<file path="src/include/debug_macros.svh">
`ifndef DEBUG_MACROS_SVH
`define DEBUG_MACROS_SVH

// mips datapath widths
`define DBG_WORD_W      32
`define DBG_REG_IDX_W   5
`define DBG_NUM_REGS    32

// dump frame is 32 registers plus 100 bytes of stage values
`define DBG_FRAME_BYTES 228

// pc+4 value of the last instruction slot in program memory
`define DBG_PROGRAM_END_PC 508

`endif

</file>
<file path="src/verilog/dbg_pipe_pkg.sv">
`default_nettype none

`include "debug_macros.svh"

package dbg_pipe_pkg;

	typedef logic [`DBG_WORD_W-1:0]    word_t;
	typedef logic [`DBG_REG_IDX_W-1:0] reg_idx_t;

	// entry i is register i
	typedef word_t [`DBG_NUM_REGS-1:0] reg_file_t;

	//////////////////////////////////////////////////////////////////////
	// per-stage snapshots, fields in frame order
	//////////////////////////////////////////////////////////////////////

	typedef struct packed {
		word_t pc;
		word_t instruction;
	} if_snap_t;

	typedef struct packed {
		word_t    pc_plus4;
		word_t    instruction;
		word_t    write_data;
		reg_idx_t write_addr;
		// alu result forwarded back from ex
		word_t    alu_result_fwd;
		word_t    reg_data1;
		word_t    reg_data2;
		word_t    sign_ext;
		reg_idx_t rs;
		reg_idx_t rt;
		reg_idx_t rd;
		word_t    pc_jump;
		word_t    pc_branch;
	} id_snap_t;

	typedef struct packed {
		word_t    pc_plus4;
		word_t    reg_data1;
		word_t    reg_data2;
		word_t    sign_ext;
		reg_idx_t rt;
		reg_idx_t rd;
		logic     zero;
		word_t    alu_result;
		word_t    reg_data2_out;
		// rt or rd, whichever the mux picked
		reg_idx_t dest_reg;
	} ex_snap_t;

	typedef struct packed {
		word_t address;
		word_t write_data;
		word_t read_data;
	} mem_snap_t;

	typedef struct packed {
		word_t mem_data;
		word_t alu_result;
		word_t write_data;
	} wb_snap_t;

	typedef struct packed {
		if_snap_t  if_stage;
		id_snap_t  id_stage;
		ex_snap_t  ex_stage;
		mem_snap_t mem_stage;
		wb_snap_t  wb_stage;
	} pipe_snap_t;

endpackage

`default_nettype wire

</file>
<file path="src/verilog/dbg_snapshot_capture.sv">
`timescale 1ns/100ps
`default_nettype none

`include "debug_macros.svh"

module dbg_snapshot_capture
	import dbg_pipe_pkg::*;
(
	input  logic       clk,
	input  logic       reset,
	input  logic       capture,
	input  reg_file_t  regs,
	input  pipe_snap_t snap,
	input  logic [7:0] byte_idx,
	output logic [7:0] frame_byte
);

	reg_file_t  regs_q;
	pipe_snap_t snap_q;

	// register 0 first
	word_t [0:`DBG_NUM_REGS-1] reg_seq;

	// byte 0 of the frame sits at the top
	logic [0:`DBG_FRAME_BYTES-1][7:0] frame;

	function automatic logic [7:0] idx_byte(input reg_idx_t idx);
		return 8'(idx);
	endfunction

	// frozen at capture so the whole frame is one moment
	always_ff @(posedge clk or posedge reset)
	begin
		if (reset)
		begin
			regs_q <= '0;
			snap_q <= '0;
		end
		else if (capture)
		begin
			regs_q <= regs;
			snap_q <= snap;
		end
	end

	always_comb
	begin
		for (int i = 0; i < `DBG_NUM_REGS; i++)
			reg_seq[i] = regs_q[i];
	end

	//////////////////////////////////////////////////////////////////////
	// frame layout, words msb first, indices and flag as one byte
	//////////////////////////////////////////////////////////////////////

	assign frame = {
		reg_seq,
		// if
		snap_q.if_stage.pc,
		snap_q.if_stage.instruction,
		// id
		snap_q.id_stage.pc_plus4,
		snap_q.id_stage.instruction,
		snap_q.id_stage.write_data,
		idx_byte(snap_q.id_stage.write_addr),
		snap_q.id_stage.alu_result_fwd,
		snap_q.id_stage.reg_data1,
		snap_q.id_stage.reg_data2,
		snap_q.id_stage.sign_ext,
		idx_byte(snap_q.id_stage.rs),
		idx_byte(snap_q.id_stage.rt),
		idx_byte(snap_q.id_stage.rd),
		snap_q.id_stage.pc_jump,
		snap_q.id_stage.pc_branch,
		// ex
		snap_q.ex_stage.pc_plus4,
		snap_q.ex_stage.reg_data1,
		snap_q.ex_stage.reg_data2,
		snap_q.ex_stage.sign_ext,
		idx_byte(snap_q.ex_stage.rt),
		idx_byte(snap_q.ex_stage.rd),
		{7'b0, snap_q.ex_stage.zero},
		snap_q.ex_stage.alu_result,
		snap_q.ex_stage.reg_data2_out,
		idx_byte(snap_q.ex_stage.dest_reg),
		// mem
		snap_q.mem_stage.address,
		snap_q.mem_stage.write_data,
		snap_q.mem_stage.read_data,
		// wb
		snap_q.wb_stage.mem_data,
		snap_q.wb_stage.alu_result,
		snap_q.wb_stage.write_data
	};

	assign frame_byte = frame[byte_idx];

endmodule

`default_nettype wire

</file>
<file path="config.mk">
export PLATFORM = sky130hd
export DESIGN_NAME = dbg_snapshot_capture
export DESIGN_NICKNAME = d
export VERILOG_FILES = /design/src/verilog/dbg_pipe_pkg.sv /design/src/verilog/dbg_snapshot_capture.sv
export VERILOG_INCLUDE_DIRS = /design/src /design/src/include
export SDC_FILE = /design/constraint.sdc
export NUM_CORES = 2
export LEC_CHECK = 0
export BUFFER_PORTS_ARGS = -buffer_cell sky130_fd_sc_hd__buf_2
export CAP_MARGIN = 20
export CORE_AREA = 2 2 714 716
export DETAILED_ROUTE_END_ITERATION = 8
export DIE_AREA = 0 0 716 718
export GPL_TIMING_DRIVEN = 1
export HOLD_SLACK_MARGIN = 0.05
export PLACE_DENSITY = 0.37
export SYNTH_ARGS = -nofsm -noshare
export SYNTH_HDL_FRONTEND = slang
export SYNTH_SLANG_ARGS = --single-unit
</file>
<file path="constraint.sdc">
create_clock -name clk -period 48.6 [get_ports clk]
set_input_delay 2.43 -clock clk [delete_from_list [all_inputs] [get_ports clk]]
set_output_delay 2.43 -clock clk [all_outputs]
set_load 0.05 [all_outputs]
</file>
======== Word-level counts from Yosys, hierarchy flattened ========
Cells that the tools add are included.
cells by class
  $lt $le $gt $ge ......................... 1
  mux-type cells .......................... 3
  bitwise operators ....................... 1
operator list
  operator            count
  $bmux 8 s8          1
  $mux 8              2
  $ge 9x9->1 const B  1
  $not 8->9           1
word-level totals
  register bits ........................... 1796
  input port bits ......................... 1807
  logic and storage cells ................. 68

======== Depth between registers and ports, before layout ========
  depth after elaboration ................. 4
  gate-level depth with buffers ........... 12

======== Least setup slack after synthesis ========
Ideal clock, no wire load.
  path kind ............................... in2out
  start ................................... in byte_idx[3]
  end ..................................... out frame_byte[4]
  arrival ................................. 5.478 ns
  slack ................................... 40.692 ns
  cell stages on the path ................. 10
  buffers on the path ..................... 3
  cell sequence ........................... buf_2 inv_2 buf_1 clkbuf_1 nand2_1 nand3_1 o2111ai_1 nand3_1 a31oi_1 o41ai_1
between the ends
  word-level cells in the longest chain between the ends .. 4
RTL lines
  element                                     RTL line                    RTL
  from (decl)                                 dbg_snapshot_capture.sv:14  input logic [7:0] byte_idx,
  $not 8->9 (implied by the code)             dbg_snapshot_capture.sv:96  assign frame_byte = frame[byte_idx];
  $bmux 8 s8                                  dbg_snapshot_capture.sv:96
  $mux 8 (implied by the code) (2 in series)  dbg_snapshot_capture.sv:96
  to (decl)                                   dbg_snapshot_capture.sv:15  output logic [7:0] frame_byte
Every way passes these cells. The select of a mux whose other input is x is not followed.

======== Final worst setup path ========
  start ................................... in byte_idx[0]
  end ..................................... out frame_byte[2]
Same word-level chain as after synthesis.

==> qor.yml <==
tightest_slew_ps: 1280
yosysWarnings: 0
grt_busiest_layer: "met2"
vias_per_cell: 4.01
synth_top_area_cell: "dfrtp_1"
grt_pass1_vias: 59600
synth-seq-cells: 1796
cpMostUsedCell: "buf_4"
initial_core_util_pct: 15.9
utilization_pct: 21.0
grt_max_degree: 168
period_needed_ps: 11470
grt_pass1_wl_um: 591000
comb_power_share_pct: 15.1
cp-end-kind: "output pin"
rr_startpoint: "frame[950]"
rsz0062_at_grt: "false"
portBuffers: 1814
fin_hold_ws_ps: 499
power.internal_mw: 2.98
p_switching_mw: 1.16
maxCapViolations: 0
post_cts_resized: 0
synth_top_cell_area_share_pct: 55.8
rows: 262
synth_common_cells: "mux2_2, dfrtp_1, mux4_2, clkbuf_1, mux2i_1"
route.detailed.drc: 0
run_status: "finished, final reports clean"
cts.sinks: 1796
grt.met2_usage_pct: 29.5
clock_latency_ps: 880
cpPeakStageDelay_ps: 720
dp_hpwl_um: 368000
cts_tree: "done"
regArea_um2: 44900
clockBufferDepth: 4
htree_levels: 4
yosysSeqAreaShare_pct: 55.8
setup_tns_ps: 0
fp.dieArea_um2: 514000
slowest_stage: "buf_4"
cp_max_fo: 62
min_period_over_period_pct: 23.6
p_leak_nw: 44.2
hp-start: "frame[574]"
synth_area_um2: 80500
synthDistinctLibCells: 54
cts_setup_buffers: 0
grtUsageMet3_pct: 5.27
cts_buffers: 230
required_ps: 46170
pin_count: 1815
grt_antenna_before_repair: 640
fmax_ghz: 0.0872
largest_reg_flops: 1796
gr-usage-met1_pct: 20.9
min_to: "frame[574]"
drt_first_pass_iters: 5
ant_nets: 0
hp-class: "flop to flop"
core_area_um2: 507000
drt_iter0_drc: 2929
vias: 56100
critPathLaunchType: "input port"
r2r.worst_path.cells: 1
cts-root-buf: "clkbuf_16"
synth_edf_count: 0
hold_violations: 0
multiInputGateArea_um2: 34000
seq_power_share_pct: 42.0
r2r_end: "frame[950]"
finalMaxSlewViolations: 0
die_y_um: 718
power_density_nw_per_um2: 38.9
nets: 8659
synthFlopType: "dfrtp_1"
area_growth_pct: 32.0
cts_hold_buffers: 0
whs_path_depth: 1
drt_wl_total_um: 458000
reg2reg_slack_ps: 47670
track_usage_pct: 17.3
path_clk_slew_ps: 60
gp_congestion: 0.827
syn_nets: 6820
layout-drive-gt1-share_pct: 65.6
synth_area_leaders: "dfrtp_1, mux2_2, mux4_2"
synthCells: 5013
ys_async_sr_fraction_pct: 100
pwr-share-clk_pct: 42.8
finalSetupViolCount: 0
grt_overflow: 0
switching_share_pct: 28.0
irDropWorstVdd_uv: 30.4
arrival_ps: 9040
fillers: 54300
clock_skew_ps: 0
die_width_um: 716
synth.most_common_cell: "mux2_2"
syn_avg_cell_area_um2: 16.1
max-slew-margin-rel_pct: 13.7
wl_per_cell_um: 32.7
critPathKind: "input port to output pin"
crit_chain: "buf_8, buf_12, buf_4, buf_4, buf_4, buf_4, mux4_2, mux2i_1, buf_4, a21oi_1, a21oi_1, o2111ai_1, a22o_1, buf_2"
[critical path, delay by kind of cell]
family          cells  cell delay, ps
buf+inv             8            3710
compound gates      4            1460
mux                 2            1040
[metrics by stage]
step | setup WS [ps] | power, mW | instance area [um2] | instances
2_1_floorplan | 21260 | 2.08 | 80600 | 5013
3_3_place_gp | 36660 | 2.40 | 97700 | 13300
3_5_place_dp | 36590 | 2.42 | 97900 | 13300
4_1_cts | 36670 | 4.23 | 106000 | 13800
5_1_grt | 36550 | 4.33 | 106000 | 13900
6_report | 37130 | 4.14 | 106000 | 14000
[worst max-delay path by stage]
stage                           start             to  slack [ps]  cells past startpoint
after floorplan                 reset       frame[0]       21260                      1
after CTS                 byte_idx[0]  frame_byte[2]       36670                     14
final                     byte_idx[0]  frame_byte[2]       37130                     14
after global routing      byte_idx[0]  frame_byte[2]       36550                     14
after global placement    byte_idx[0]  frame_byte[2]       36660                     14
after detailed placement  byte_idx[0]  frame_byte[2]       36590                     14
[logic make-up (layout without fill, tap and decap cells)]
family,Yosys count,after routing,share of synthesized area (%)
buffers and inverters,376,2397,2.17
flip-flops,1796,1796,55.8
multiplexers,2349,2349,38.4
AND/OR/NAND/NOR,202,202,1.15
other,0,217,0
AO/OA/AOI/OAI,290,290,2.52
[power groups by stage]
stage	Sequential, mW	Clock [mW]	Combinational (mW)
floorplan	1.73	0	0.350
global placement	1.77	0	0.638
detailed placement	1.77	0	0.647
CTS	1.74	1.84	0.650
global route	1.76	1.89	0.675
finish	1.74	1.77	0.627
[layout make-up]
cell class                 instances  area share, %
timing repair buffer            1976           9.96
antenna                          217          0.511
tap                             6732           7.92
clock inverter                    81          0.966
clock buffer                     333           6.33
multi-input combinational       2841           32.0
sequential                      1796           42.3
inverter                           7         0.0365
[cells in the final DEF, fill, tap and decap left out, drive strengths merged, types with 18 or more instances in the layout]
cell,netlist,final
a211oi,18,18
a21oi,42,42
a22oi,68,68
buf,110,1975
clkbuf,259,334
clkinv,0,54
dfrtp,1796,1796
diode,0,217
mux2,1819,1819
mux2i,122,122
mux4,408,408
nand2,91,91
nand3,30,30
nor2,28,28
o21ai,41,41
o22ai,20,20
[metal layers]
metal / part of all wire (%) / wire (um) / vias up
met3: 7.1 / 32400 / 1185
met5: 0.35 / 1590 / -
met4: 3.4 / 15400 / 248
met1: 41 / 187000 / 29200
li1: - / - / 23000
met2: 48 / 222000 / 2398
No activity file was read; power rests on OpenSTA's default activity.
