**src/include/debug_macros.svh**
```systemverilog
`ifndef DEBUG_MACROS_SVH
`define DEBUG_MACROS_SVH

// mips datapath widths
`define DBG_WORD_W      32
`define DBG_REG_IDX_W   5
`define DBG_NUM_REGS    32

// dump frame is 32 registers plus 100 bytes of stage values
`define DBG_FRAME_BYTES 228

// pc+4 value of the last instruction slot in program memory
`define DBG_PROGRAM_END_PC 508

`endif

```
**src/verilog/dbg_ctrl_pkg.sv**
```systemverilog
`default_nettype none

package dbg_ctrl_pkg;

	// command bytes from the host
	typedef enum logic [7:0] {
		cmd_run  = 8'h01,
		cmd_step = 8'h02
	} dbg_cmd_e;

	// pipeline run mode, finished sticks until reset
	typedef enum logic [1:0] {
		mode_halt,
		mode_run,
		mode_step,
		mode_finished
	} run_mode_e;

	// dump sequencer
	typedef enum logic [2:0] {
		dump_idle,
		dump_settle,
		dump_capture,
		dump_send,
		dump_wait
	} dump_state_e;

endpackage

`default_nettype wire

```
**src/verilog/dbg_dump_tx.sv**
```systemverilog
`timescale 1ns/100ps
`default_nettype none

`include "debug_macros.svh"

module dbg_dump_tx
	import dbg_ctrl_pkg::*;
(
	input  logic       clk,
	input  logic       reset,
	input  logic       dump_req,
	input  logic       tx_done_tick,
	input  logic [7:0] frame_byte,
	output logic       capture,
	output logic [7:0] byte_idx,
	output logic       wr_uart,
	output logic [7:0] w_data
);

	dump_state_e state;
	logic [7:0]  byte_cnt;
	logic        last_byte;

	assign last_byte = (byte_cnt == 8'(`DBG_FRAME_BYTES - 1));
	assign capture   = (state == dump_capture);
	assign byte_idx  = byte_cnt;

	//////////////////////////////////////////////////////////////////////
	// dump sequencer, one byte per tx done tick
	//////////////////////////////////////////////////////////////////////

	always_ff @(posedge clk or posedge reset)
	begin
		if (reset)
		begin
			state    <= dump_idle;
			byte_cnt <= '0;
			wr_uart  <= 1'b0;
		end
		else
		begin
			wr_uart <= 1'b0;
			case (state)
				dump_idle:
				begin
					// pops while busy are ignored here
					if (dump_req)
						state <= dump_settle;
				end
				dump_settle:
					state <= dump_capture;
				dump_capture:
				begin
					byte_cnt <= '0;
					state    <= dump_send;
				end
				dump_send:
				begin
					wr_uart <= 1'b1;
					state   <= dump_wait;
				end
				dump_wait:
				begin
					// hold until the transmitter finishes this byte
					if (tx_done_tick)
					begin
						if (last_byte)
							state <= dump_idle;
						else
						begin
							byte_cnt <= byte_cnt + 8'd1;
							state    <= dump_send;
						end
					end
				end
				default:
					state <= dump_idle;
			endcase
		end
	end

	// byte goes out with the send pulse
	always_ff @(posedge clk)
	begin
		if (state == dump_send)
			w_data <= frame_byte;
	end

endmodule

`default_nettype wire

```
**config.mk**
```make
export PLATFORM = sky130hd
export DESIGN_NAME = dbg_dump_tx
export DESIGN_NICKNAME = d
export VERILOG_FILES = /design/src/verilog/dbg_ctrl_pkg.sv /design/src/verilog/dbg_dump_tx.sv
export VERILOG_INCLUDE_DIRS = /design/src /design/src/include
export SDC_FILE = /design/constraint.sdc
export NUM_CORES = 1
export LEC_CHECK = 0
export BUFFER_PORTS_ARGS = -buffer_cell sky130_fd_sc_hd__buf_2
export CELL_PAD_IN_SITES_DETAIL_PLACEMENT = 0
export CELL_PAD_IN_SITES_GLOBAL_PLACEMENT = 1
export CORE_AREA = 3 3 55 57
export CTS_BUF_LIST = sky130_fd_sc_hd__clkbuf_4
export DETAILED_ROUTE_END_ITERATION = 6
export DIE_AREA = 0 0 58 60
export GPL_TIMING_DRIVEN = 0
export PLACE_DENSITY = 0.76
export SYNTH_ARGS = -nofsm -noshare
export SYNTH_HDL_FRONTEND = slang
export SYNTH_SLANG_ARGS = --single-unit
export TNS_END_PERCENT = 20
```
**constraint.sdc**
```tcl
create_clock -name clk -period 1.3 [get_ports clk]
set_input_delay 0.26 -clock clk [delete_from_list [all_inputs] [get_ports clk]]
set_output_delay 0.26 -clock clk [all_outputs]
set_load 0.005 [all_outputs]
```
* After elaboration in Yosys (flattened, before gate mapping)
Index checks and enable logic that the tools add are counted.
** Cells by class
- Add/subtract/negate cells :: 1
- Multipliers :: 0
- Divide/modulo/power cells :: 0
- Magnitude comparators :: 0
- Eq/ne operators :: 8
- Shift operators :: 0
- Mux-type cells :: 8
- Bitwise logic cells :: 0
- Reduce and logical (&&, ||, !) cells :: 4
** Operators by type and width (count)
- $mux 8 :: 2
- $pmux 8 s2 :: 1
- $pmux 3 s5 :: 1
- $add 8x1->8 const B :: 1
- $eq 8x8->1 const B :: 1
- $eq 3x2->1 const B :: 2
- $mux 3 :: 2
- $ne 2x2->1 const B :: 3
- $eq 3x1->1 const B :: 1
- $eq 3x3->1 const B :: 1
- $logic_not 3->1 :: 1
- $reduce_and 3->1 :: 1
- $mux 2 :: 1
- $reduce_and 2->1 :: 1
- $reduce_bool 2->1 :: 1
- $mux 1 :: 1
** Word-level totals
- Bits in registers :: 20
- Bits in latches :: 0
- Memory bits (writable) :: 0
- Bits in read-only memories :: 0
- Output and inout port bits :: 18
- Logic and storage cells :: 25
- Memories kept :: 0

* Longest topological paths before layout
- Depth in word-level cells :: 4
- Gate-level depth with buffers :: 6
- Depth with buffers taken out :: 6

* Least setup slack after synthesis
Ideal clock, no wire load.
- Path type :: reg-to-reg
- From :: register byte_cnt[2], in the netlist byte_idx[2]
- To :: register byte_cnt[1], in the netlist byte_idx[1]
- Library setup time :: 0.124 ns
- Arrival time :: 1.281 ns
- Data required time :: 1.176 ns
- Path slack :: -0.105 ns
- Cell stages (with the launch flop) :: 5
- Path through :: dfrtp_1 or3_1 nor2_1 a211oi_1 a211o_1
** On the way
- Cells in the longest elaborated chain, start to end :: 3
** RTL lines
- start, declared :: line dbg_dump_tx.sv:21 : logic [7:0] byte_cnt;
- start signal, assigned :: line dbg_dump_tx.sv:71 : byte_cnt <= byte_cnt + 8'd1;
- $eq 8x8->1 :: line dbg_dump_tx.sv:24 : assign last_byte = (byte_cnt == 8'(`DBG_FRAME_BYTES - 1));
- $ne 2x2->1 (no source line)
- $reduce_and 3->1 (no source line)
Every way passes these cells.
A chain may end at the register's enable or synchronous reset.

* Final worst setup path
- From :: register state[0]
- To :: register byte_cnt[5], in the netlist byte_idx[5]
** On the way
- Cells in the longest elaborated chain, start to end :: 3
- Elaborated cells on any way between the ends :: 7
- Classes of those cells :: eq/ne (4); mux (1); reduce/logical (2)
** RTL lines
- start, declared :: line dbg_dump_tx.sv:20 : dump_state_e state;
- start signal, assigned :: line dbg_dump_tx.sv:36 : state <= dump_idle;
- start signal, assigned :: line dbg_dump_tx.sv:48 : state <= dump_settle;
- start signal, assigned :: line dbg_dump_tx.sv:51 : state <= dump_capture;
- $eq 3x3->1 / $eq 3x2->1 (equally long branches) :: line dbg_dump_tx.sv:43 : case (state)
- $ne 2x2->1 (no source line) / $reduce_bool 2->1 (equally long branches)
- $reduce_and 3->1 (no source line)
Several ways; a longest one is shown, not always the timed one.

==> impl_metrics.csv <==
group,metric,value,unit
run_status,run_status,"finished, violations left",
run_status,violations,"setup timing",
grt,grt_use_met1,0.178,
clock_tree,cts_root_buffer,"clkbuf_4",
synth,async_flop_share,0.600,
synth,synthFlopType,"dfrtp_1",
floorplanning,die_y,60,microns
sta,hold_viol,0,
sta,worst_pin_slew,481,ps
detailed_routing,firstDrtPassIters,5,
power_and_ir_drop,power_density,1550,nW/um^2
floorplanning,die_w,58,microns
setup_path,crit_arrival,1710,ps
detailed_routing,drt-total-wl,2400,microns
sta,setup_viol,11,
clock_tree,clk_latency,290,ps
finish,final_nets,141,
sta,drv_slew,0,
placed_design,portBuffers,28,
synth,synth-edff-count,8,
grt,antenna_found_initial,0,
clock_tree,cts_made_buffers,3,
synth,synth_nets,90,
detailed_routing,ant_nets,0,
clock_tree,cts_tree,"yes",
grt,grt_overflow_total,0,
setup_path,start_kind,"flip-flop",
sta,period_needed,1460,ps
placed_design,place_congestion,0.749,
synth,seq_area_frac_synth,0.594,
setup_path,slowest_stage,"dfrtp_2",
sta,slew_headroom,0.679,
placed_design,placed_cell_area,1090,sq um
sta,hold_slack,136,ps
finish,layout-drive-gt1-share,0.598,
min_path,hold_class,"in -> reg",
setup_path,critical_path_required,1540,ps
synth,synth_cell_types,32,
power_and_ir_drop,power,2.08,mW
sta,timing.final.ws_setup,-161,ps
setup_path,path_cells,"or3b_4, buf_6, nor4_2, a21o_1",
detailed_routing,via_count,832,
sta,skew,3.38,ps
setup_path,worst_setup_path_end_kind,"flip-flop",
sta,rsz0062_at_grt,"yes",
grt,busiest_layer,"met2",
setup_path,crit_fanout,6,
flow_run,cap_viol_max_count,0,
synth,syn_inst,77,
floorplanning,initial_core_util,0.361,
setup_path,path_class,"reg -> reg",
sta,post-route-period-util,1.12,
finish,stdcell_area,1340,sq um
sta,fmax,684,MHz
power_and_ir_drop,irDropWorstVdd,1.01,mV
clock_tree,clk_path_buf_depth,2,
floorplanning,rows,18,
grt,grt_usage,0.142,
power_and_ir_drop,power_leakage,0.628,nW
floorplanning,die-area,3480,sq um
clock_tree,cts_max_level,1,
grt,met2_usage,0.245,
detailed_routing,drt_iter0_drc,26,
finish,antenna_cells,0,
detailed_routing,drc,0,
setup_path,max_stage_delay,480,ps
finish,fillers,240,
finish,syn2layout_area_growth,47.2,%
floorplanning,core_area,2520,sq um
detailed_routing,viasPerCell,5.30,
clock_tree,cts.clk_slew.worst_paths,110,ps
synth,ys_ff_latch,20,
detailed_routing,avgRoutedWirePerCell,15.3,microns
synth,synth_warnings,0,
placed_design,dpl.hpwl,1450,microns
grt,grt_use_met3,0.0302,
grt,grt_max_degree,13,
floorplanning,io_pins,30,
clock_tree,cts_sinks,20,
synth,syn_avg_cell_area,11.8,sq um
synth,syn_area,910,sq um
grt,first_global_vias,838,
grt,grt_pass1_wl,3800,microns
==> path summary, 6_finish.rpt <==
path                       slack (ps)          end  cells after the start     startpoint
max reg2reg                      -160  byte_idx[5]                      4       state[0]
max                              -160  byte_idx[5]                      4       state[0]
min in group asynchronous         510  byte_idx[4]                      3          reset
min reg2reg                       550     state[0]                      1       state[0]
min                               140    w_data[1]                      1  frame_byte[1]
max in group asynchronous         440     state[0]                      3          reset
==> worst max-delay path: cells and delay by family, from the launching register on <==
family | cells | cell delay [ps]
buf+inv | 1 | 150
simple gates | 2 | 670
compound gates | 1 | 110
flops | 1 | 480
==> logic make-up after synthesis <==
family | share of synthesized area
simple gates | 0.206
mux | 0.0110
compound gates | 0.142
flops | 0.594
buf+inv | 0.0330
fa+ha+maj | 0.0138
==> per-stage QoR <==
step | std cells | TNS [ps] | utilization | setup WS, ps
after detailed placement | 135 | -1250 | 0.433 | -269
final | 157 | -1160 | 0.531 | -161
after global placement | 135 | -1030 | 0.433 | -258
after global routing | 157 | -1820 | 0.531 | -222
after floorplan | 77 | -397 | - | -77.3
after CTS | 153 | -895 | 0.504 | -128
==> cell usage in the layout (no fill, tap or decap), types with 2 or more instances in the layout <==
| cell type | netlist | layout |
|---|---|---|
| edfxtp_1 | 8 | 8 |
| o21ai_0 | 8 | 5 |
| and2_1 | 2 | 2 |
| nor2_1 | 7 | 2 |
| clkbuf_4 | 0 | 3 |
| buf_4 | 0 | 14 |
| nand4_1 | 3 | 3 |
| nor2_2 | 0 | 3 |
| a21o_1 | 2 | 2 |
| nand3_1 | 2 | 2 |
| dfrtp_2 | 0 | 5 |
| nand2_1 | 7 | 6 |
| dfrtp_1 | 12 | 7 |
| buf_2 | 0 | 29 |
| buf_6 | 2 | 4 |
| nor2_4 | 0 | 2 |
| o21ai_1 | 0 | 2 |
==> cell type report <==
cell class	instances	area [sq um]	share of cell area
multi-input combinational	53	415	0.310
tap	30	37.5	0.0280
clock inverter	1	3.75	0.00280
clock buffer	3	22.5	0.0168
inverter	2	7.51	0.00561
sequential	20	547	0.408
buffer	2	22.5	0.0168
timing repair buffer	46	283	0.211
==> report_power, final <==
part / leakage [nW] / internal (mW) / switching [mW]
Clock: 0.0154 / 0.112 / 0.179
Sequential: 0.229 / 0.815 / 0.115
Combinational: 0.384 / 0.436 / 0.421
==> layer usage <==
metal  vias up  wire length, microns
met5         -                     0
met1       398                  1100
met2        43                  1120
met4         0                    12
met3         2                   177
li1        389                     -
==> cells in the mapped netlist, drive strengths merged (2+ instances only) <==
cell | number | area (sq um)
a21o | 2 | 15.0
nor4 | 2 | 12.5
edfxtp | 8 | 240
nand3 | 2 | 10.0
nor2 | 7 | 26.3
and2 | 2 | 12.5
buf | 2 | 22.5
nor3b | 2 | 26.3
dfrtp | 12 | 300
inv | 2 | 7.51
o21ai | 8 | 40.0
nand4 | 3 | 18.8
or3b | 2 | 17.5
nand2 | 7 | 26.3
==> flip-flops by register name (all words and copies together) (netlist names) <==
| register | count |
|---|---|
| byte_idx | 8 |
| state | 3 |
| wr_uart | 1 |
| w_data | 8 |
==> timing repair <==
item,CTS,global route
cloned,0,1
setup buffers,13,3
endpoints found under the hold margin,12,0
pin swaps,8,4
gates resized for setup,18,9
endpoints found under the setup margin,11,12
hold buffers,1,0
(Power assumes the default switching activity.)
