<file path="config.mk">
export PLATFORM = sky130hd
export DESIGN_NAME = dbg_command_ctrl
export DESIGN_NICKNAME = d
export VERILOG_FILES = /design/src/verilog/dbg_pipe_pkg.sv /design/src/verilog/dbg_ctrl_pkg.sv /design/src/verilog/dbg_command_ctrl.sv
export VERILOG_INCLUDE_DIRS = /design/src /design/src/include
export SDC_FILE = /design/constraint.sdc
export NUM_CORES = 1
export LEC_CHECK = 0
export BUFFER_PORTS_ARGS = -buffer_cell sky130_fd_sc_hd__buf_2
export CORE_AREA = 3 3 40 42
export CTS_BUF_LIST = sky130_fd_sc_hd__clkbuf_4
export CTS_CLUSTER_SIZE = 40
export DETAILED_ROUTE_END_ITERATION = 10
export DIE_AREA = 0 0 43 45
export PLACE_DENSITY = 0.71
export SLEW_MARGIN = 20
export SYNTH_ARGS = -nofsm -noshare
export SYNTH_HDL_FRONTEND = slang
export SYNTH_SLANG_ARGS = --single-unit
</file>
<file path="constraint.sdc">
create_clock -name clk -period 1.5 [get_ports clk]
set_clock_uncertainty 0.1 [all_clocks]
set_input_delay 0.375 -clock clk [delete_from_list [all_inputs] [get_ports clk]]
set_output_delay 0.375 -clock clk [all_outputs]
set_load 0.02 [all_outputs]
</file>
<file path="src/include/debug_macros.svh">
`ifndef DEBUG_MACROS_SVH
`define DEBUG_MACROS_SVH

// mips datapath widths
`define DBG_WORD_W      32
`define DBG_REG_IDX_W   5
`define DBG_NUM_REGS    32

// dump frame is 32 registers plus 100 bytes of stage values
`define DBG_FRAME_BYTES 228

// pc+4 value of the last instruction slot in program memory
`define DBG_PROGRAM_END_PC 508

`endif

</file>
<file path="src/verilog/dbg_pipe_pkg.sv">
`default_nettype none

`include "debug_macros.svh"

package dbg_pipe_pkg;

	typedef logic [`DBG_WORD_W-1:0]    word_t;
	typedef logic [`DBG_REG_IDX_W-1:0] reg_idx_t;

	// entry i is register i
	typedef word_t [`DBG_NUM_REGS-1:0] reg_file_t;

	//////////////////////////////////////////////////////////////////////
	// per-stage snapshots, fields in frame order
	//////////////////////////////////////////////////////////////////////

	typedef struct packed {
		word_t pc;
		word_t instruction;
	} if_snap_t;

	typedef struct packed {
		word_t    pc_plus4;
		word_t    instruction;
		word_t    write_data;
		reg_idx_t write_addr;
		// alu result forwarded back from ex
		word_t    alu_result_fwd;
		word_t    reg_data1;
		word_t    reg_data2;
		word_t    sign_ext;
		reg_idx_t rs;
		reg_idx_t rt;
		reg_idx_t rd;
		word_t    pc_jump;
		word_t    pc_branch;
	} id_snap_t;

	typedef struct packed {
		word_t    pc_plus4;
		word_t    reg_data1;
		word_t    reg_data2;
		word_t    sign_ext;
		reg_idx_t rt;
		reg_idx_t rd;
		logic     zero;
		word_t    alu_result;
		word_t    reg_data2_out;
		// rt or rd, whichever the mux picked
		reg_idx_t dest_reg;
	} ex_snap_t;

	typedef struct packed {
		word_t address;
		word_t write_data;
		word_t read_data;
	} mem_snap_t;

	typedef struct packed {
		word_t mem_data;
		word_t alu_result;
		word_t write_data;
	} wb_snap_t;

	typedef struct packed {
		if_snap_t  if_stage;
		id_snap_t  id_stage;
		ex_snap_t  ex_stage;
		mem_snap_t mem_stage;
		wb_snap_t  wb_stage;
	} pipe_snap_t;

endpackage

`default_nettype wire

</file>
<file path="src/verilog/dbg_ctrl_pkg.sv">
`default_nettype none

package dbg_ctrl_pkg;

	// command bytes from the host
	typedef enum logic [7:0] {
		cmd_run  = 8'h01,
		cmd_step = 8'h02
	} dbg_cmd_e;

	// pipeline run mode, finished sticks until reset
	typedef enum logic [1:0] {
		mode_halt,
		mode_run,
		mode_step,
		mode_finished
	} run_mode_e;

	// dump sequencer
	typedef enum logic [2:0] {
		dump_idle,
		dump_settle,
		dump_capture,
		dump_send,
		dump_wait
	} dump_state_e;

endpackage

`default_nettype wire

</file>
<file path="src/verilog/dbg_command_ctrl.sv">
`timescale 1ns/100ps
`default_nettype none

`include "debug_macros.svh"

module dbg_command_ctrl
	import dbg_pipe_pkg::*;
	import dbg_ctrl_pkg::*;
(
	input  logic       clk,
	input  logic       reset,
	input  logic       rx_empty,
	input  logic [7:0] r_data,
	input  word_t      pc_plus4,
	output logic       rd_uart,
	output logic       ena_pip
);

	logic      pop_req;
	logic      mode_active;
	logic      program_end;
	run_mode_e mode;

	// a byte is waiting and the last cycle was not a pop
	assign pop_req = ~rx_empty & ~rd_uart;

	assign mode_active = (mode == mode_run) || (mode == mode_step);
	assign program_end = (pc_plus4 == `DBG_PROGRAM_END_PC);

	function automatic run_mode_e decode_cmd(input logic [7:0] cmd);
		run_mode_e next_mode;
		case (cmd)
			cmd_step: next_mode = mode_step;
			cmd_run:  next_mode = mode_run;
			default:  next_mode = mode_halt;
		endcase
		return next_mode;
	endfunction

	//////////////////////////////////////////////////////////////////////
	// pop pulse, mode and pipeline enable
	//////////////////////////////////////////////////////////////////////

	always_ff @(posedge clk or posedge reset)
	begin
		if (reset)
		begin
			rd_uart <= 1'b0;
			mode    <= mode_halt;
			ena_pip <= 1'b0;
		end
		else
		begin
			rd_uart <= pop_req;
			if (pop_req)
			begin
				// pending byte wins over end detection this cycle
				ena_pip <= mode_active;
				if (mode != mode_finished)
					mode <= decode_cmd(r_data);
			end
			else if (program_end)
			begin
				mode    <= mode_finished;
				ena_pip <= 1'b0;
			end
			else
			begin
				ena_pip <= mode_active;
				// single step consumed, back to halt
				if (mode == mode_step)
					mode <= mode_halt;
			end
		end
	end

endmodule

`default_nettype wire

</file>
# --- After elaboration in Yosys (flattened, before gate mapping) ---
# Index checks and enable logic that the tools add are counted.
totals:
  register_bits: 4
  latchBits: 0
  mem_bits_rw: 0
  romBits: 0
  input_bits: 43
  output_inout_bits: 2
  mem_count: 0
op_classes:
  addsub: 0
  mul: 0
  div: 0
  magnitude_cmp: 0
  eq_ne: 7
  shift: 0
  mux: 7
  bitwise: 3
  reduce_logical: 3
ops:
  columns: ["op", "count"]
  rows:
  - ["$eq A32 B9 Y1 const B", 1]
  - ["$eq A8 B1 Y1 const B", 1]
  - ["$eq A8 B2 Y1 const B", 1]
  - ["$mux W2", 4]
  - ["$pmux W2 S2", 1]
  - ["$reduce_bool A3 Y1", 1]
  - ["$eq A2 B1 Y1 const B", 1]
  - ["$eq A2 B2 Y1 const B", 1]
  - ["$mux W1", 2]
  - ["$ne A2 B1 Y1 const B", 1]
  - ["$ne A2 B2 Y1 const B", 1]
  - ["$not A1 Y1", 2]
  - ["$reduce_and A2 Y1", 1]
  - ["$and A1 B1 Y1", 1]
  - ["$logic_or A1 B1 Y1", 1]

# --- Longest topological paths before layout ---
# Gate-level depths: netlist of run 1.
logic_depth:
  ltp_word: 4
  ltp_mapped: 5

# --- Least setup slack after synthesis of run 1 ---
# No wires, ideal clock.
synth_timing:
  path_type: "input to register"
  start: "in pc_plus4[9]"
  end: "reg mode[0]"
  setup_time_ps: 66
  t_arrival_ps: 1282
  slack_ps: 52
  stages: 3
  path_buffers: 0
  path_cell_list: "or4_4 -> nor4_4 -> a221o_1"
synth_via:
  elab_chain_len: 3
  word_cells_on_any_way: 5
  cone_classes: "eq/ne: 1; mux: 2; reduce/logical: 2"
synth_lines:
  columns: ["element", "line_no", "text"]
  rows:
  - ["from (decl)", "dbg_command_ctrl.sv:14", "input word_t pc_plus4,"]
  - ["$eq A32 B9 Y1 (no line) (*)", null, null]
  - ["$reduce_bool A3 Y1 (no line) / $mux W2 (equally long branches)", null, null]
  - ["$reduce_and A2 Y1 (no line) / $mux W2 (equally long branches)", null, null]
  - ["to (signal assigned)", "dbg_command_ctrl.sv:49", "mode <= mode_halt;"]
  - ["to (signal assigned)", "dbg_command_ctrl.sv:60", "mode <= decode_cmd(r_data);"]
  - ["to (signal assigned)", "dbg_command_ctrl.sv:64", "mode <= mode_finished;"]
  - ["to (decl)", "dbg_command_ctrl.sv:22", "run_mode_e mode;"]
# Every way passes the cells marked *; elsewhere a longest branch is shown, timed or not.
# A chain may end at the register's enable or synchronous reset.

# --- Worst setup path in the final report of run 1 ---
layout_timing:
  start: "reg mode[1]"
  end: "reg mode[1]"
layout_via:
  elab_chain_len: 3
  word_cells_on_any_way: 5
  cone_classes: "eq/ne: 3; reduce/logical: 2"
layout_lines:
  columns: ["element", "line_no"]
  rows:
  - ["$ne A2 B2 Y1 / $eq A2 B2 Y1 (equally long branches)", "dbg_command_ctrl.sv:59, dbg_command_ctrl.sv:71"]
  - ["$ne A2 B1 Y1 (no line) / $reduce_bool A3 Y1 (equally long branches)", null]
  - ["$reduce_and A2 Y1 (no line) (*)", null]
# Marks and branches as above.

==> results by group, run 1 <==
Finish
  – Synth-to-layout area growth: 105.3%
  – # fillers: 125
  – Most frequent cells in the layout: 44 x buf_2, 4 x nor4_1, 4 x dfrtp_1, 4 x buf_4
  – Share of cells above drive strength 1: 0.7073
  – Reg area: 100.1 um2
  – ANT cells: 0
  – Commonest non-fill, non-tap cell in the layout: buf_2
  – Footprint of the multi-input gates: between 200 and 250 um2
  – Layout Nets: 129

Clocking
  – Clock Tree Root: clkbuf_4
  – TritonCTS clock tree: yes
  – Worst-Skew Late Latency: 0.23 ns
  – Max Root-Sink Buffers: 2
  – Number of clock buffers inserted by TritonCTS: 3
  – CTS H-tree depth: 1
  – Clk slew on worst S/H paths: 0.04 ns
  – Clock sink count: 4

Power and ir drop
  – Pwr Density: around 520 nW/um2
  – Final Power: 0.3280 mW
  – Leak pwr: ~0.34 nW
  – Worst IR Drop VDD: 270.7 uV

Worst setup path
  – CP startpoint kind: flop
  – Crit-path max FO: 3
  – Critical Path RT: around 1.6 ns
  – Slowest cell on crit path: dfrtp_1
  – CP Cell Sequence: ha_2, nor4_2, nand2_1, nor4_4, a221o_1
  – FF-to-FF path depth: 5
  – Setup crit end kind: flop
  – CP bufs+invs: 0
  – R2R Setup Slk: 0.04 ns
  – WP depth: 5
  – Worst stage delay on the critical path: 0.39 ns
  – CP Class: reg2reg
  – Worst EP arrival: 1.52 ns
  – CP delay by family, top: simple AND/OR/NAND/NOR gates

Min path
  – Hold Path Depth: 2
  – Hold Path Class: in2reg

STA
  – RSZ-0062 raised after global routing: true
  – Total negative slack: 0 ns
  – Final worst slack: 0.04463 ns
  – Slew Limit Fails: 0
  – Worst-Margin Slew: 0.2635 ns
  – Rel. slew slack: 0.8227
  – Period utilisation layout: 0.9702
  – Final Hold Fails: 0
  – Fmax: 687.1 MHz
  – Tmin final: about 1.5 ns
  – # setup viols final: 0

Floorplanning
  – Die Y: 45 um
  – Die width: 43 um
  – Core ar.: 1285 um2
  – # IOs: 45
  – FP Rows: 13
  – Initial Utilization: 0.2405
  – Area of the die: roughly 1900 um2

Placed design
  – Post-DP HPWL: 880.1 um
  – I/O Buffers: 44
  – GPL Wtd Cong: 0.6641
  – Place WS: -0.1478 ns

Detailed routing
  – Final wirelength: about 1000 um
  – Initial DRC Count: 0
  – Via density: 4.639
  – Met3 wire len: roughly 130 um
  – Met1 wire length: 331 um
  – Uppermost layer routed: met3
  – Wire per inst: 10.29 um
  – Via count: 450
  – # DRC: 0
  – Wire length on met2: 532 um
  – Final ANT Viol Nets: 0
  – Initial DRT Pass Iterations: 1

Yosys
  – Cell taking the most area after synthesis: dfrtp_1
  – Cells after Synth: 30
  – Avg Inst Size Synth: 10.30 um2
  – Post-Syn Area: 309.0 um2
  – Area share of the largest cell type after synthesis: 0.3239
  – Number of synthesis warnings: 0
  – Area contributors post-synth: dfrtp_1 32%, nor4_1 12%, ha_1 8.1%, nor4_4 6.9%, a221o_1 6.5%
  – Syn nets: 75
  – Synth unique cells: 16
  – Synth Register Bits: 4
  – Register area share after synthesis: 0.3239

Status
  – Status: finished clean

GRT
  – Initial antenna violation count: 0
  – Congestion Overflow GR: 0
  – Vias in the first global route: 449
  – First-pass GRT wire length: 1.607 mm
  – Tot GR Track Use: 0.1104
  – Largest net degree at the start of global routing: 5

Flow run
  – Max Cap Viol: 0
-- path summary, 6_finish.rpt --
check	start	endpoint
worst min register to register	rd_uart$_DFF_PP0_	rd_uart$_DFF_PP0_
worst max register to register	mode[1]$_DFFE_PP0P_	mode[1]$_DFFE_PP0P_
worst max-delay path	mode[1]$_DFFE_PP0P_	mode[1]$_DFFE_PP0P_
min in group asynchronous	reset	rd_uart$_DFF_PP0_
max in group asynchronous	reset	mode[0]$_DFFE_PP0P_
worst min-delay path	rx_empty	rd_uart$_DFF_PP0_
-- power breakdown --
part / switching (mW) / total (mW) / internal (mW)
registers: 0.00130 / 0.112 / 0.111
clock network: 0.0398 / 0.129 / 0.0892
logic: 0.0327 / 0.0869 / 0.0541
total: 0.0738 / 0.328 / 0.254
-- cells by family after synthesis --
kind of cell | Yosys count | synth area share
AO/OA/AOI/OAI | 2 | 0.06478
multiplexers | 1 | 0.03239
flip-flops | 4 | 0.3239
adder cells (fa/ha/maj) | 2 | 0.08096
AND/OR/NAND/NOR | 18 | 0.4615
buffers and inverters | 3 | 0.03643
-- timing repair --
item | in CTS | in global routing
endpoints found under the hold margin | 4 | 0
gates resized for setup | 2 | 2
hold buffers | 1 | 0
pin swaps | 0 | 2
setup endpoints to repair | 2 | 2
cloned | 0 | 0
buffers inserted | 0 | 3
-- layout make-up --
cell class	count	share of cell area
Inverter	3	0.01775
Tap cell	15	0.02959
Clock buffer	3	0.03550
Sequential cell	4	0.1578
Timing Repair Buffer	49	0.4103
Multi-Input combinational cell	23	0.3491
-- worst register-to-register path, cell delays in order, from the launching register on --
cell	delay, ns
dfrtp_1	0.39
ha_2	0.19
nor4_2	0.13
nand2_1	0.13
nor4_4	0.26
a221o_1	0.19
-- synth_stat cells --
library cell / instances
nand3_1: 1
nand4_1: 1
nand2_1: 1
dfrtp_1: 4
nor4_4: 1
nor4_1: 6
nor2b_1: 2
and4b_1: 2
a221o_1: 2
mux2i_1: 1
inv_1: 3
nor2_2: 1
nor4b_2: 1
nor2_1: 1
ha_1: 2
or4_4: 1
-- sequential cells by signal, indices dropped and copies added, names as in the netlist --
name     count
ena_pip      1
rd_uart      1
mode         2
-- layer usage --
layer  GRT usage  vias up
met5           0        -
li1            -      226
met1      0.1171      195
met2      0.2006       29
met3     0.01992        0
met4     0.07229        0
-- metrics by stage --
step	std cells	hold slack, ns	area [um2]	util
2_1_floorplan	30	0.04108	309.0	-
3_3_place_gp	90	0.1562	555.5	0.4323
3_5_place_dp	90	0.1585	555.5	0.4323
4_1_cts	94	0.2237	603.1	0.4693
5_1_grt	97	0.2330	634.4	0.4937
6_report	97	0.2286	634.4	0.4937
(Power assumes the default switching activity.)
==> run 2: changes to the inputs <==
Settings changed: ABC_AREA set to 1, CORE_AREA 3 3 40 42 to not set, CORE_MARGIN set to 3, CORE_UTILIZATION set to 38, DIE_AREA 0 0 43 45 to not set, PLACE_DENSITY 0.71 to 0.86.
==> results by group, run 2 <==
Status
  – Status: finished clean

Clocking
  – TritonCTS clock tree: yes
  – Worst-Skew Late Latency: 0.24 ns (about the same)
  – Number of clock buffers inserted by TritonCTS: 3 (unchanged)
  – Clock Tree Root: clkbuf_4
  – Setup Buffers After CTS: 0 (unchanged)
  – Clk slew on worst S/H paths: 0.04 ns (about the same)
  – Clock sink count: 4 (unchanged)
  – Max Root-Sink Buffers: 2 (unchanged)
  – CTS H-tree depth: 1 (unchanged)

Worst setup path
  – FF-to-FF path depth: 8 (+3)
  – Crit path launch: rd_uart$_DFF_PP0_
  – R2R Setup Slk: 0.24 ns (+0.20 ns)
  – Slowest cell on crit path: dfrtp_1
  – CP delay by family, top: flip-flops
  – CP startpoint kind: flop
  – WP depth: 1 (-4)
  – Worst EP arrival: 0.84 ns (-0.68 ns)
  – Worst stage delay on the critical path: 0.41 ns (+0.02 ns)
  – Critical Path End: rd_uart
  – R2r startpoint: mode[0]$_DFFE_PP0P_
  – CP bufs+invs: 1 (+1)
  – Reg-to-Reg End: mode[0]$_DFFE_PP0P_
  – CP Class: reg2out
  – CP Cell Sequence: buf_2
  – Setup crit end kind: output port
  – Crit-path max FO: 3 (unchanged)
  – Critical Path RT: 1.02 ns (-0.55 ns)

Detailed routing
  – # DRC: 0 (unchanged)
  – Wire per inst: 8.827 um (-14%)
  – Initial DRT Pass Iterations: 4 (+3)
  – Final ANT Viol Nets: 0 (unchanged)
  – Initial DRC Count: 5 (+5)
  – Final wirelength: 1.430 mm (+43%)
  – Via count: 733 (+63%)
  – Via density: 4.525 (-2.5%)

Yosys
  – Synth cell count leaders: 42 x nor2_1, 26 x nand2_1, 13 x inv_1
  – Most numerous cell in the Yosys netlist: nor2_1
  – Synth Register Bits: 4 (unchanged)
  – Post-synth top flop: dfrtp_1
  – Syn nets: 145 (+93%)
  – Post-Syn Area: 523.0 um2 (+69%)
  – Number of synthesis warnings: 0 (unchanged)
  – Area share of the largest cell type after synthesis: 0.3014 (-0.02245)
  – Avg Inst Size Synth: 5.230 um2 (-49%)
  – Synth unique cells: 13 (-3)
  – Number of synthesized flops with an enable pin: 0 (unchanged)
  – Cells after Synth: 100 (+230%)
  – Area contributors post-synth: nor2_1 30%, dfrtp_1 19%, nand2_1 19%, inv_1 9.3%, ha_1 4.8%
  – Register area share after synthesis: 0.1914 (-0.1325)
  – Cell taking the most area after synthesis: nor2_1
  – Async SR Flop Fraction: 1.000 (unchanged)

GRT
  – First-pass GRT wire length: 2.497 mm (+55%)
  – Tot GR Track Use: 0.1785 (+0.06811)
  – Initial antenna violation count: 0 (unchanged)
  – Congestion Overflow GR: 0 (unchanged)
  – Largest net degree at the start of global routing: 6 (+1)
  – Vias in the first global route: 644 (+43%)

Finish
  – Final cell count without fillers: 162 (+67%)
  – Most frequent cells in the layout: 44 x buf_2, 42 x nor2_1, 26 x nand2_1
  – Largest regs: mode x2, ena_pip x1, rd_uart x1
  – Synth-to-layout area growth: 51.67%
  – Share of cells above drive strength 1: 0.3649 (-0.3425)
  – Biggest register: mode
  – Commonest non-fill, non-tap cell in the layout: buf_2
  – Layout Nets: 195 (+51%)
  – Max reg flops: 2 (unchanged)
  – # fillers: 122 (-2.4%)
  – Reg area: 100.1 um2 (unchanged)
  – ANT cells: 0 (unchanged)
  – Footprint of the multi-input gates: 370.4 um2 (+67%)

Placed design
  – I/O Buffers: 44 (unchanged)
  – Place WS: 0.2143 ns (+0.3621 ns)
  – Placed Cells: 158 (+76%)
  – Post-DP HPWL: 1.299 mm (+48%)
  – GPL Wtd Cong: 0.8008 (+21%)

Flow run
  – Max Cap Viol: 0 (unchanged)

Floorplanning
  – Die width: 43.10 um (+0.23%)
  – Area of the die: 1858 um2 (-4.0%)
  – Core ar.: 1201 um2 (-6.5%)
  – # IOs: 45 (unchanged)
  – Initial Utilization: 0.4354 (+0.1949)
  – FP Rows: 12 (-1)
  – Die Y: 43.10 um (-4.2%)

Power and ir drop
  – Pwr Density: 509.7 nW/um2 (-1.4%)
  – Leak pwr: 0.5003 nW (+48%)
  – Final Power: 0.4043 mW (+23%)
  – Worst IR Drop VDD: 341.5 uV (+26%)

STA
  – Fmax: 759.8 MHz (+11%)
  – Worst-Margin Slew: 0.2273 ns (-0.03620 ns)
  – Final Hold Fails: 0 (unchanged)
  – Rel. slew slack: 0.8469 (+0.02415)
  – # setup viols final: 0 (unchanged)
  – Tmin final: 1.316 ns (-0.1392 ns)
  – Final worst slack: 0.1838 ns (+0.1392 ns)
  – Total negative slack: 0 ns (unchanged)
  – Slew Limit Fails: 0 (unchanged)
  – Hold Slack: 0.2488 ns (+0.02023 ns)
  – Period utilisation layout: 0.8775 (-0.09277)
  – RSZ-0062 raised after global routing: false

Min path
  – Hold Path Class: in2reg
[run 2: power breakdown]
| part | leakage, nW | internal (mW) | switching [mW] |
|---|---|---|---|
| registers | 0.0507 | 0.117 | 0.00559 |
| logic | 0.436 | 0.0686 | 0.0706 |
| clock network | 0.0138 | 0.0901 | 0.0526 |
[run 2: kinds of logic (layout without fill, tap and decap cells)]
family | after synthesis | count (layout) | share of synthesized area
adders and majority gates | 2 | 2 | 0.04784
DFF | 4 | 4 | 0.1914
and+or+nand+nor | 79 | 79 | 0.6507
AOI/OAI and AO/OA | 1 | 1 | 0.009560
buffers and inverters | 14 | 62 | 0.1005
[run 2: per-layer routing]
| layer | up-vias | routed length (um) | GRT usage |
|---|---|---|---|
| met2 | 30 | 700 | 0.3009 |
| met3 | 2 | 117 | 0.04237 |
| met4 | 0 | 10 | 0.09036 |
| met5 | - | 0 | 0 |
| met1 | 304 | 602 | 0.2050 |
| li1 | 397 | - | - |
[run 2: metrics by stage]
| step | cell area [um2] | util |
|---|---|---|
| 2_1_floorplan | 523.0 | - |
| 3_3_place_gp | 760.7 | 0.6333 |
| 3_5_place_dp | 760.7 | 0.6333 |
| 4_1_cts | 793.3 | 0.6604 |
| 5_1_grt | 793.3 | 0.6604 |
| 6_report | 793.3 | 0.6604 |
[run 2: cell type report]
class,count,area share
Tap cell,14,0.02208
Multi-Input combinational cell,82,0.4669
Clock buffer,3,0.02839
Sequential cell,4,0.1262
Timing Repair Buffer,45,0.2902
Inverter,14,0.06625
[run 2: what timing repair did]
item,in CTS,in global routing
hold endpoints to repair,4,0
hold buffers,1,0
resized for setup,0,0
endpoints found under the setup margin,0,0
[run 2: how the worst min path moves through the flow]
stage	start	end	slack, ns	cells after the start
6_report	rx_empty	rd_uart$_DFF_PP0_	0.25	2
3_5_place_dp	reset	mode[0]$_DFFE_PP0P_	0.18	2
3_3_place_gp	reset	ena_pip$_DFF_PP0_	0.16	2
5_1_grt	rx_empty	rd_uart$_DFF_PP0_	0.24	2
4_1_cts	rx_empty	rd_uart$_DFF_PP0_	0.24	2
2_1_floorplan	reset	ena_pip$_DFF_PP0_	0.04	1
==> run 3: changes to the inputs <==
Settings changed: CELL_PAD_IN_SITES_DETAIL_PLACEMENT set to 1, CELL_PAD_IN_SITES_GLOBAL_PLACEMENT set to 1, CORE_UTILIZATION 38 to 22, PLACE_DENSITY 0.86 to 0.85.
==> results by group, run 3 (same netlist as run 2, synthesis figures left out) <==
Status
  – Status: finished clean

Worst setup path
  – WP depth: 1 (unchanged)
  – Reg-to-Reg End: mode[0]$_DFFE_PP0P_
  – FF-to-FF path depth: 8 (unchanged)
  – R2r startpoint: mode[0]$_DFFE_PP0P_
  – CP startpoint kind: flop
  – Slowest cell on crit path: dfrtp_1
  – R2R Setup Slk: 0.25 ns (about the same)
  – Crit-path max FO: 3 (unchanged)
  – Worst EP arrival: 0.82 ns (-0.02 ns)
  – CP Cell Sequence: buf_2
  – CP delay by family, top: flip-flops
  – Setup crit end kind: output port
  – Critical Path RT: 1.02 ns (about the same)
  – CP bufs+invs: 1 (unchanged)
  – Worst stage delay on the critical path: 0.40 ns (about the same)
  – CP Class: reg2out

Finish
  – Commonest non-fill, non-tap cell in the layout: buf_2
  – Most frequent cells in the layout: 44 x buf_2, 42 x nor2_1, 26 x nand2_1
  – Layout Nets: 195 (unchanged)
  – Synth-to-layout area growth: 55.02%
  – Biggest register: mode
  – Finished Core Util: 0.3630 (-0.2974)
  – Share of cells above drive strength 1: 0.3649 (unchanged)
  – Max reg flops: 2 (unchanged)
  – Final cell count without fillers: 176 (+8.6%)
  – Largest regs: mode x2, ena_pip x1, rd_uart x1
  – ANT cells: 0 (unchanged)

Power and ir drop
  – Combinational power share: 0.360 (+0.016)
  – Pwr Density: 489.7 nW/um2 (-3.9%)
  – Clock power share: 0.332 (-0.021)
  – Internal power: 0.2753 mW (about the same)
  – Switching Fraction: 0.3066 (-0.01216)
  – Psw: 0.1217 mW (-5.6%)
  – Worst IR Drop VDD: 218.1 uV (-36%)
  – Final Power: 0.3970 mW (-1.8%)
  – Reg power frac: 0.308 (+0.005)
  – Leak pwr: 0.5003 nW (unchanged)

GRT
  – Largest net degree at the start of global routing: 6 (unchanged)
  – Initial antenna violation count: 0 (unchanged)
  – Vias in the first global route: 779 (+21%)
  – Congestion Overflow GR: 0 (unchanged)
  – Tot GR Track Use: 0.1241 (-0.05439)
  – First-pass GRT wire length: 2.760 mm (+11%)

STA
  – Final worst slack: 0.2043 ns (+0.02053 ns)
  – Tmin final: 1.296 ns (-0.02053 ns)
  – Worst-Margin Slew: 0.2358 ns (+0.008562 ns)
  – Slew Limit Fails: 0 (unchanged)
  – # setup viols final: 0 (unchanged)
  – Rel. slew slack: 0.8411 (-0.005768)
  – RSZ-0062 raised after global routing: false
  – Period utilisation layout: 0.8638 (-0.01368)
  – Final Hold Fails: 0 (unchanged)
  – Fmax: 771.8 MHz (+1.6%)
  – Total negative slack: 0 ns (unchanged)

Clocking
  – Worst-Skew Late Latency: 0.23 ns (about the same)
  – Clock Tree Root: clkbuf_4
  – Setup Buffers After CTS: 0 (unchanged)
  – Max Root-Sink Buffers: 2 (unchanged)
  – Clk slew on worst S/H paths: 0.04 ns (about the same)
  – PostCTS Resize Cnt: 0 (unchanged)
  – Clock sink count: 4 (unchanged)
  – TritonCTS clock tree: yes
  – Number of clock buffers inserted by TritonCTS: 3 (unchanged)
  – CTS H-tree depth: 1 (unchanged)

Min path
  – Hold Path Depth: 2 (unchanged)
  – Hold EP: rd_uart$_DFF_PP0_
  – Hold Path Class: in2reg
  – Min-delay src: rx_empty

Placed design
  – Post-DP HPWL: 1.650 mm (+27%)
  – Placed Cells: 172 (+8.9%)
  – I/O Buffers: 44 (unchanged)
  – GPL Wtd Cong: 0.6103 (-24%)
  – Place WS: 0.2060 ns (-0.008336 ns)

Floorplanning
  – Core ar.: 2233 um2 (+86%)
  – Die Y: 54.76 um (+27%)
  – Initial Utilization: 0.2342 (-0.2012)
  – Die width: 54.76 um (+27%)
  – FP Rows: 17 (+5)
  – Area of the die: 2998 um2 (+61%)
  – # IOs: 45 (unchanged)

Detailed routing
  – Wire per inst: 10.00 um (+13%)
  – Via density: 4.205 (-7.1%)
  – Final ANT Viol Nets: 0 (unchanged)
  – Initial DRT Pass Iterations: 3 (-1)
  – Initial DRC Count: 2 (-3)
  – Final wirelength: 1.760 mm (+23%)
  – Via count: 740 (+0.95%)
  – # DRC: 0 (unchanged)

Flow run
  – Max Cap Viol: 0 (unchanged)
-- run 3: cell counts in the layout (fill, tap and decap cells not counted) --
No cell type changed its count.
-- run 3: area by class of cell --
class | instances | area [um2]
repair buffers | 45 | 230.2
inverters | 14 | 52.55
clock buffers | 3 | 22.52
well taps | 28 | 35.03
fillers | 329 | 1423
flip-flops and latches | 4 | 100.1
multi-input cells | 82 | 370.4
-- run 3: worst reg2reg max path: stages, from the launching register on --
cell and delay (ns):
dfrtp_1 0.34, inv_1 0.06, ha_1 0.18, o21ai_0 0.10
nand2_2 0.11, inv_2 0.07, nand2_1 0.05, nand2_1 0.07
nand2_1 0.05
-- run 3: routing by layer --
metal,wire length (um),track usage,up-vias
met1,620,0.1102,321
met2,1006,0.2795,24
met5,0,0,-
li1,-,-,393
met3,115,0.005450,2
met4,17,0.03734,0
-- run 3: how the worst max path moves through the flow --
stage,from,to,slack (ns)
floorplan,rd_uart$_DFF_PP0_,mode[1]$_DFFE_PP0P_,0.30
global placement,rx_empty,mode[1]$_DFFE_PP0P_,0.25
detailed placement,rx_empty,mode[0]$_DFFE_PP0P_,0.21
CTS,rd_uart$_DFF_PP0_,rd_uart,0.20
global route,mode[0]$_DFFE_PP0P_,mode[0]$_DFFE_PP0P_,0.14
finish,rd_uart$_DFF_PP0_,rd_uart,0.20
-- run 3: power groups by stage --
stage / logic, mW / registers (mW) / clock network (mW)
floorplan: 0.0536 / 0.129 / 0
global placement: 0.136 / 0.123 / 0
detailed placement: 0.144 / 0.124 / 0
CTS: 0.147 / 0.122 / 0.139
global route: 0.165 / 0.123 / 0.142
finish: 0.143 / 0.122 / 0.132
-- run 3: metrics by stage --
step	hold slack [ns]	area, um2
CTS	0.2450	810.8
global placement	0.1574	778.2
floorplan	0.04108	523.0
detailed placement	0.1601	778.2
global route	0.2605	810.8
finish	0.2526	810.8
-- run 3: what timing repair did --
| item | in CTS | in global routing |
|---|---|---|
| hold endpoints to repair | 4 | 0 |
| hold buffers | 1 | 0 |
| setup endpoints to repair | 0 | 0 |
